<file path="src/rtl/me_axil_pkg.sv">
`default_nettype none

package me_axil_pkg;

  // Widths are fixed by the 32-bit AXI-Lite port
  localparam int addr_width_lp = 32;
  localparam int data_width_lp = 32;
  localparam int strb_width_lp = data_width_lp / 8;
  localparam int lane_width_lp = $clog2(strb_width_lp);
  localparam int tag_width_lp  = 8;

  // Forward message opcodes
  typedef enum logic [1:0] {
    e_mem_rd    = 2'b00,
    e_mem_wr    = 2'b01,
    e_mem_uc_rd = 2'b10,
    e_mem_uc_wr = 2'b11
  } mem_msg_e;

  // Request size, log2 of the byte count
  typedef enum logic [1:0] {
    e_size_1 = 2'b00,
    e_size_2 = 2'b01,
    e_size_4 = 2'b10
  } mem_size_e;

  // Message header, echoed unchanged on the reverse stream
  typedef struct packed {
    mem_msg_e                 msg_type;
    mem_size_e                size;
    logic [addr_width_lp-1:0] addr;
    logic [tag_width_lp-1:0]  payload;
  } mem_hdr_s;

  // Single AXI-Lite transaction as seen by the engine
  typedef struct packed {
    logic                     write;
    logic [addr_width_lp-1:0] addr;
    logic [data_width_lp-1:0] wdata;
    logic [strb_width_lp-1:0] wstrb;
  } axil_req_s;

  // Channel sequencing of the AXI-Lite engine
  typedef enum logic [2:0] {
    e_idle,
    e_wr_addr_data,
    e_wr_resp,
    e_rd_addr,
    e_rd_data
  } engine_state_e;

endpackage

`default_nettype wire

</file>
<file path="src/rtl/fwd_decode.sv">
`default_nettype none

module fwd_decode
  import me_axil_pkg::*;
(
  input  wire                      clk_i,
  input  wire                      arst_n_i,

  input  wire mem_hdr_s            mem_fwd_header_i,
  input  wire [data_width_lp-1:0]  mem_fwd_data_i,
  input  wire                      mem_fwd_v_i,
  output logic                     mem_fwd_ready_and_o,

  input  wire                      req_take_i,
  input  wire                      rev_sent_i,
  output axil_req_s                req_o,
  output logic                     req_v_o,
  output mem_hdr_s                 hdr_o
);

  logic                     full_r;
  logic                     req_v_r;
  mem_hdr_s                 hdr_r;
  axil_req_s                req_r;
  axil_req_s                req_n;
  logic                     fwd_fire;
  logic [lane_width_lp-1:0] lane;
  logic [strb_width_lp-1:0] size_mask;
  logic [data_width_lp-1:0] wdata_rep;

  // Only one request outstanding, so accept only into an empty slot
  assign mem_fwd_ready_and_o = ~full_r;
  assign fwd_fire            = mem_fwd_v_i & mem_fwd_ready_and_o;
  assign lane                = mem_fwd_header_i.addr[lane_width_lp-1:0];

  // Byte mask by size, data replicated so every lane sees its bytes
  always_comb
  begin
    case (mem_fwd_header_i.size)
      e_size_1:
      begin
        size_mask = strb_width_lp'(4'b0001);
        wdata_rep = {strb_width_lp{mem_fwd_data_i[7:0]}};
      end
      e_size_2:
      begin
        size_mask = strb_width_lp'(4'b0011);
        wdata_rep = {(strb_width_lp / 2){mem_fwd_data_i[15:0]}};
      end
      default:
      begin
        size_mask = strb_width_lp'(4'b1111);
        wdata_rep = mem_fwd_data_i;
      end
    endcase

    req_n.write = mem_fwd_header_i.msg_type inside {e_mem_wr, e_mem_uc_wr};
    req_n.addr  = mem_fwd_header_i.addr;
    req_n.wdata = wdata_rep;
    req_n.wstrb = size_mask << lane;
  end

  // Slot stays full until the reverse message has been taken
  always_ff @(posedge clk_i or negedge arst_n_i)
  begin
    if (!arst_n_i)
    begin
      full_r  <= 1'b0;
      req_v_r <= 1'b0;
    end
    else
    begin
      if (fwd_fire)
        full_r <= 1'b1;
      else if (rev_sent_i)
        full_r <= 1'b0;

      if (fwd_fire)
        req_v_r <= 1'b1;
      else if (req_take_i)
        req_v_r <= 1'b0;
    end
  end

  always_ff @(posedge clk_i)
  begin
    if (fwd_fire)
    begin
      hdr_r <= mem_fwd_header_i;
      req_r <= req_n;
    end
  end

  assign req_o   = req_r;
  assign req_v_o = req_v_r;
  assign hdr_o   = hdr_r;

endmodule

`default_nettype wire

</file>
<file path="src/rtl/axil_engine.sv">
`default_nettype none

module axil_engine
  import me_axil_pkg::*;
(
  input  wire                      clk_i,
  input  wire                      arst_n_i,

  input  wire axil_req_s           req_i,
  input  wire                      req_v_i,
  output logic                     req_take_o,
  output logic                     done_o,
  output logic [data_width_lp-1:0] rdata_o,

  // Write address channel
  output logic [addr_width_lp-1:0] m_axil_awaddr_o,
  output logic                     m_axil_awvalid_o,
  input  wire                      m_axil_awready_i,

  // Write data channel
  output logic [data_width_lp-1:0] m_axil_wdata_o,
  output logic [strb_width_lp-1:0] m_axil_wstrb_o,
  output logic                     m_axil_wvalid_o,
  input  wire                      m_axil_wready_i,

  // Write response channel
  input  wire                      m_axil_bvalid_i,
  output logic                     m_axil_bready_o,

  // Read address channel
  output logic [addr_width_lp-1:0] m_axil_araddr_o,
  output logic                     m_axil_arvalid_o,
  input  wire                      m_axil_arready_i,

  // Read data channel
  input  wire [data_width_lp-1:0]  m_axil_rdata_i,
  input  wire                      m_axil_rvalid_i,
  output logic                     m_axil_rready_o
);

  engine_state_e            state_r;
  engine_state_e            state_n;
  logic                     aw_pend_r;
  logic                     w_pend_r;
  logic                     aw_fire;
  logic                     w_fire;
  logic                     b_fire;
  logic                     ar_fire;
  logic                     r_fire;
  logic                     aw_clear;
  logic                     w_clear;

  assign req_take_o = (state_r == e_idle) & req_v_i;

  assign aw_fire = m_axil_awvalid_o & m_axil_awready_i;
  assign w_fire  = m_axil_wvalid_o & m_axil_wready_i;
  assign b_fire  = m_axil_bvalid_i & m_axil_bready_o;
  assign ar_fire = m_axil_arvalid_o & m_axil_arready_i;
  assign r_fire  = m_axil_rvalid_i & m_axil_rready_o;

  // Address or data may be accepted first, or both in one cycle
  assign aw_clear = aw_fire | ~aw_pend_r;
  assign w_clear  = w_fire | ~w_pend_r;

  // Request fields are held by decode until the reverse message leaves
  assign m_axil_awaddr_o  = req_i.addr;
  assign m_axil_wdata_o   = req_i.wdata;
  assign m_axil_wstrb_o   = req_i.wstrb;
  assign m_axil_araddr_o  = req_i.addr;

  assign m_axil_awvalid_o = aw_pend_r;
  assign m_axil_wvalid_o  = w_pend_r;
  assign m_axil_bready_o  = (state_r == e_wr_resp);
  assign m_axil_arvalid_o = (state_r == e_rd_addr);
  assign m_axil_rready_o  = (state_r == e_rd_data);

  assign done_o  = b_fire | r_fire;
  // Valid together with done_o on the R transfer, registered by rev_pack
  assign rdata_o = m_axil_rdata_i;

  always_comb
  begin
    state_n = state_r;
    case (state_r)
      e_idle:
        if (req_v_i)
          state_n = req_i.write ? e_wr_addr_data : e_rd_addr;
      e_wr_addr_data:
        if (aw_clear && w_clear)
          state_n = e_wr_resp;
      e_wr_resp:
        if (b_fire)
          state_n = e_idle;
      e_rd_addr:
        if (ar_fire)
          state_n = e_rd_data;
      e_rd_data:
        if (r_fire)
          state_n = e_idle;
      default:
        state_n = e_idle;
    endcase
  end

  always_ff @(posedge clk_i or negedge arst_n_i)
  begin
    if (!arst_n_i)
    begin
      state_r   <= e_idle;
      aw_pend_r <= 1'b0;
      w_pend_r  <= 1'b0;
    end
    else
    begin
      state_r <= state_n;
      if (req_take_o && req_i.write)
      begin
        aw_pend_r <= 1'b1;
        w_pend_r  <= 1'b1;
      end
      else
      begin
        if (aw_fire)
          aw_pend_r <= 1'b0;
        if (w_fire)
          w_pend_r <= 1'b0;
      end
    end
  end

endmodule

`default_nettype wire

</file>
<file path="src/rtl/rev_pack.sv">
`default_nettype none

module rev_pack
  import me_axil_pkg::*;
(
  input  wire                      clk_i,
  input  wire                      arst_n_i,

  input  wire mem_hdr_s            hdr_i,
  input  wire                      done_i,
  input  wire [data_width_lp-1:0]  rdata_i,

  output mem_hdr_s                 mem_rev_header_o,
  output logic [data_width_lp-1:0] mem_rev_data_o,
  output logic                     mem_rev_v_o,
  input  wire                      mem_rev_ready_and_i,
  output logic                     rev_sent_o
);

  logic                     v_r;
  logic [data_width_lp-1:0] data_r;
  logic [data_width_lp-1:0] data_n;
  logic [data_width_lp-1:0] rd_packed;
  logic [lane_width_lp-1:0] lane;
  logic                     is_write;

  assign lane     = hdr_i.addr[lane_width_lp-1:0];
  assign is_write = hdr_i.msg_type inside {e_mem_wr, e_mem_uc_wr};

  // Pick the addressed bytes and replicate them over the word
  always_comb
  begin
    case (hdr_i.size)
      e_size_1:
        rd_packed = {strb_width_lp{rdata_i[{lane, 3'b000} +: 8]}};
      e_size_2:
        rd_packed = {(strb_width_lp / 2){rdata_i[{lane[1], 4'b0000} +: 16]}};
      default:
        rd_packed = rdata_i;
    endcase

    // Write acknowledgements carry no data
    data_n = is_write ? '0 : rd_packed;
  end

  assign rev_sent_o = v_r & mem_rev_ready_and_i;

  always_ff @(posedge clk_i or negedge arst_n_i)
  begin
    if (!arst_n_i)
      v_r <= 1'b0;
    else if (done_i)
      v_r <= 1'b1;
    else if (rev_sent_o)
      v_r <= 1'b0;
  end

  always_ff @(posedge clk_i)
  begin
    if (done_i)
      data_r <= data_n;
  end

  // Header held by decode until rev_sent_o frees the slot
  assign mem_rev_header_o = hdr_i;
  assign mem_rev_data_o   = data_r;
  assign mem_rev_v_o      = v_r;

endmodule

`default_nettype wire

</file>
<file path="src/rtl/me_axil_bridge.sv">
`default_nettype none

module me_axil_bridge
  import me_axil_pkg::*;
(
  input  wire                      clk_i,
  input  wire                      arst_n_i,

  // Forward stream
  input  wire mem_hdr_s            mem_fwd_header_i,
  input  wire [data_width_lp-1:0]  mem_fwd_data_i,
  input  wire                      mem_fwd_v_i,
  output logic                     mem_fwd_ready_and_o,

  // Reverse stream
  output mem_hdr_s                 mem_rev_header_o,
  output logic [data_width_lp-1:0] mem_rev_data_o,
  output logic                     mem_rev_v_o,
  input  wire                      mem_rev_ready_and_i,

  // AXI-Lite master
  output logic [addr_width_lp-1:0] m_axil_awaddr_o,
  output logic                     m_axil_awvalid_o,
  input  wire                      m_axil_awready_i,
  output logic [data_width_lp-1:0] m_axil_wdata_o,
  output logic [strb_width_lp-1:0] m_axil_wstrb_o,
  output logic                     m_axil_wvalid_o,
  input  wire                      m_axil_wready_i,
  input  wire                      m_axil_bvalid_i,
  output logic                     m_axil_bready_o,
  output logic [addr_width_lp-1:0] m_axil_araddr_o,
  output logic                     m_axil_arvalid_o,
  input  wire                      m_axil_arready_i,
  input  wire [data_width_lp-1:0]  m_axil_rdata_i,
  input  wire                      m_axil_rvalid_i,
  output logic                     m_axil_rready_o
);

  axil_req_s                req;
  logic                     req_v;
  logic                     req_take;
  logic                     done;
  logic [data_width_lp-1:0] rdata;
  mem_hdr_s                 hdr;
  logic                     rev_sent;

  fwd_decode decode (
    .clk_i               (clk_i),
    .arst_n_i            (arst_n_i),
    .mem_fwd_header_i    (mem_fwd_header_i),
    .mem_fwd_data_i      (mem_fwd_data_i),
    .mem_fwd_v_i         (mem_fwd_v_i),
    .mem_fwd_ready_and_o (mem_fwd_ready_and_o),
    .req_take_i          (req_take),
    .rev_sent_i          (rev_sent),
    .req_o               (req),
    .req_v_o             (req_v),
    .hdr_o               (hdr)
  );

  axil_engine engine (
    .clk_i            (clk_i),
    .arst_n_i         (arst_n_i),
    .req_i            (req),
    .req_v_i          (req_v),
    .req_take_o       (req_take),
    .done_o           (done),
    .rdata_o          (rdata),
    .m_axil_awaddr_o  (m_axil_awaddr_o),
    .m_axil_awvalid_o (m_axil_awvalid_o),
    .m_axil_awready_i (m_axil_awready_i),
    .m_axil_wdata_o   (m_axil_wdata_o),
    .m_axil_wstrb_o   (m_axil_wstrb_o),
    .m_axil_wvalid_o  (m_axil_wvalid_o),
    .m_axil_wready_i  (m_axil_wready_i),
    .m_axil_bvalid_i  (m_axil_bvalid_i),
    .m_axil_bready_o  (m_axil_bready_o),
    .m_axil_araddr_o  (m_axil_araddr_o),
    .m_axil_arvalid_o (m_axil_arvalid_o),
    .m_axil_arready_i (m_axil_arready_i),
    .m_axil_rdata_i   (m_axil_rdata_i),
    .m_axil_rvalid_i  (m_axil_rvalid_i),
    .m_axil_rready_o  (m_axil_rready_o)
  );

  rev_pack pack (
    .clk_i               (clk_i),
    .arst_n_i            (arst_n_i),
    .hdr_i               (hdr),
    .done_i              (done),
    .rdata_i             (rdata),
    .mem_rev_header_o    (mem_rev_header_o),
    .mem_rev_data_o      (mem_rev_data_o),
    .mem_rev_v_o         (mem_rev_v_o),
    .mem_rev_ready_and_i (mem_rev_ready_and_i),
    .rev_sent_o          (rev_sent)
  );

endmodule

`default_nettype wire

</file>
<file path="config.mk">
export PLATFORM = sky130hd
export DESIGN_NAME = me_axil_bridge
export DESIGN_NICKNAME = d
export VERILOG_FILES = /design/src/rtl/me_axil_pkg.sv /design/src/rtl/fwd_decode.sv /design/src/rtl/axil_engine.sv /design/src/rtl/rev_pack.sv /design/src/rtl/me_axil_bridge.sv
export SDC_FILE = /design/constraint.sdc
export NUM_CORES = 1
export LEC_CHECK = 0
export BUFFER_PORTS_ARGS = -buffer_cell sky130_fd_sc_hd__buf_4
export CORE_ASPECT_RATIO = 1.1
export CORE_MARGIN = 5
export CORE_UTILIZATION = 30
export DETAILED_ROUTE_END_ITERATION = 8
export PLACE_DENSITY = 0.69
export SLEW_MARGIN = 20
export SYNTH_ARGS = -nofsm -noshare
export SYNTH_HDL_FRONTEND = slang
export SYNTH_SLANG_ARGS = --single-unit
</file>
<file path="constraint.sdc">
create_clock -name clk_i -period 4.67 [get_ports clk_i]
set_input_delay 0.467 -clock clk_i [delete_from_list [all_inputs] [get_ports clk_i]]
set_output_delay 0.467 -clock clk_i [all_outputs]
set_load 0.01 [all_outputs]
</file>
==> reports/qor.yml <==
status: "completed"
yosysSeqAreaShare_pct: 56.47
synthesis.nets: 651
drive_gt1_share_pct: 53.99
reg2reg_slack_ns: 2.15
final_util_pct: 41.17
pin_count: 300
clock-sinks: 121
max_freq_ghz: 0.3964
powerDensity_nw_per_um2: 451.9
avgSynthCellArea_um2: 11.92
placementRows: 55
critPathRequiredTime_ns: 4.84
finalClockSkew_ns: 0.01198
dp_hpwl_um: 14090
drv_cap: 0
yosys_warnings: 0
grt_pass1_vias: 4654
routabilityCongestion: 0.8696
fin_cells: 1000
yosys.area.top_type: "edfxtp_1"
vias: 4609
ctsLongestPathBuffers: 2
period_share_pct: 54.02
gr-total-overflow: 0
worstSkewPairLatency_ns: 0.43
drtIter0Drc: 491
finalWorstSetupSlack_ns: 2.147
start_util_pct: 30.72
hp-class: "in -> reg"
setup_violations: 0
slew_headroom_pct: 35.91
synth_top_cell_area_share_pct: 53.32
start_kind: "flip-flop"
synth_area_leaders: "edfxtp_1 (53%), buf_4 (16%), mux2_2 (5.5%)"
ir_drop_mv: 0.2314
die_y_um: 162.8
syn-cell-area_um2: 6364
cts_max_level: 4
layout_common_cells: "buf_4 (302), edfxtp_1 (113), a21oi_1 (34)"
synth-async-reset-ratio_pct: 6.612
grt_max_degree: 34
worst_slew_pin_slew_ns: 0.9577
critPathKind: "reg -> reg"
die_area_um2: 24230
synthCells: 534
dr.pass1.iters: 5
fin_setup_tns_ns: 0
cts_tree: "built"
cts_resized: 0
grt_first_pass_wirelength_um: 27220
final_common_cell: "buf_4"
nNetsFinal: 819
grt_usage_pct: 14.79
drc_errors: 0
wire_per_inst_um: 18.79
cts_root_buf: "clkbuf_16"
cts_setup_buffers: 0
wl_um: 18790
dp.cells: 965
synthFlopType: "edfxtp_1"
ant_nets: 0
cp_data_arrival_time_ns: 2.70
slew_violations: 0
die_x_um: 148.9
io_buffers: 299
ys_seq_elements: 121
viasPerCell: 4.609
rsz0062_at_grt: "false"
cts_made_buffers: 17
core_area_um2: 20710
hold_viol_final: 0
antenna_cells: 0
pre_cts_slack_ns: 2.150
synth_edf_count: 113
yosysUniqueCellTypes: 41
path_clk_slew_ns: 0.07
antenna_found_initial: 0
worstSetupEndpointType: "flip-flop"
syn_to_final_growth_pct: 34.00
power.total_mw: 3.853
min_period_ns: 2.523
power_leakage_nw: 3.507
critical_path.max_fanout: 24
synthesized netlist by cell type, types with 11 or more instances:
| library cell | count |
|---|---|
| o2bb2ai_1 | 12 |
| nor3_1 | 15 |
| buf_4 | 133 |
| or2_2 | 11 |
| nor2_1 | 27 |
| a21oi_1 | 35 |
| o21ai_0 | 15 |
| nand2_1 | 32 |
| a22oi_1 | 28 |
| mux2_2 | 31 |
| clkbuf_1 | 16 |
| edfxtp_1 | 113 |
kinds of logic after synthesis:
kind of cell | Yosys count | synth area share (%)
DFF | 121 | 56.47
AOI/OAI and AO/OA | 105 | 10.89
muxes | 40 | 6.980
and+or+nand+nor | 105 | 7.963
buffers and inverters | 163 | 17.70
state kept, by name, summed over array words and instances (netlist names):
name and flops:
decode.hdr_o 44, decode.req_o 37, pack.mem_rev_data_o 32, engine.state_r 3, decode.full_r 1, decode.req_v_o 1
engine.m_axil_awvalid_o 1, engine.m_axil_wvalid_o 1, pack.mem_rev_v_o 1
metal layers:
layer | GRT usage, % | up-vias | part of all wire, %
li1 | - | 2141 | -
met4 | 6.367 | 0 | 2.6
met5 | 0 | - | 0
met3 | 5.622 | 31 | 8.6
met1 | 17.26 | 2232 | 39
met2 | 24.35 | 205 | 50
critical path: stages, from the launching register on:
cell and delay [ns]:
edfxtp_1 0.88, nor2b_1 0.51, buf_4 0.28, nand2_1 0.25
a2bb2oi_1 0.23, nor3b_1 0.13
per-stage QoR:
step                hold WS (ns)  cell area [um^2]
floorplan                 0.1714              6364
global placement          0.2909              7906
detailed placement        0.2907              7906
CTS                       0.1957              8472
global route              0.1892              8527
finish                    0.2087              8527
power breakdown:
part | internal (mW) | switching, mW | leakage, nW | total [mW]
clock network | 0.698 | 0.542 | 0.264 | 1.24
logic | 0.500 | 0.531 | 2.10 | 1.03
registers | 1.44 | 0.138 | 1.15 | 1.58
total | 2.64 | 1.21 | 3.51 | 3.85
what timing repair did:
item                                   in CTS  in global routing
hold buffers                                1                  0
setup endpoints to repair                   0                  0
endpoints found under the hold margin       8                  0
worst paths after layout:
path,cells after the start,endpoint,startpoint
max,5,pack.mem_rev_data_o[31],decode.hdr_o[9]
min,1,decode.hdr_o[19],mem_fwd_header_i[19]
max reg2reg,5,pack.mem_rev_data_o[31],decode.hdr_o[9]
min reg2reg,1,decode.full_r,pack.mem_rev_v_o
max in group asynchronous,2,engine.state_r[2],arst_n_i
min in group asynchronous,2,engine.m_axil_wvalid_o,arst_n_i
layout make-up:
class | instances | area [um^2]
clock inverters | 15 | 130.1
multi-input cells | 250 | 1663
clock buffers | 17 | 425.4
fillers | 2020 | 12190
repair buffers | 305 | 2332
inverters | 7 | 26.28
well taps | 285 | 356.6
flip-flops and latches | 121 | 3593
(Power assumes the default switching activity.)
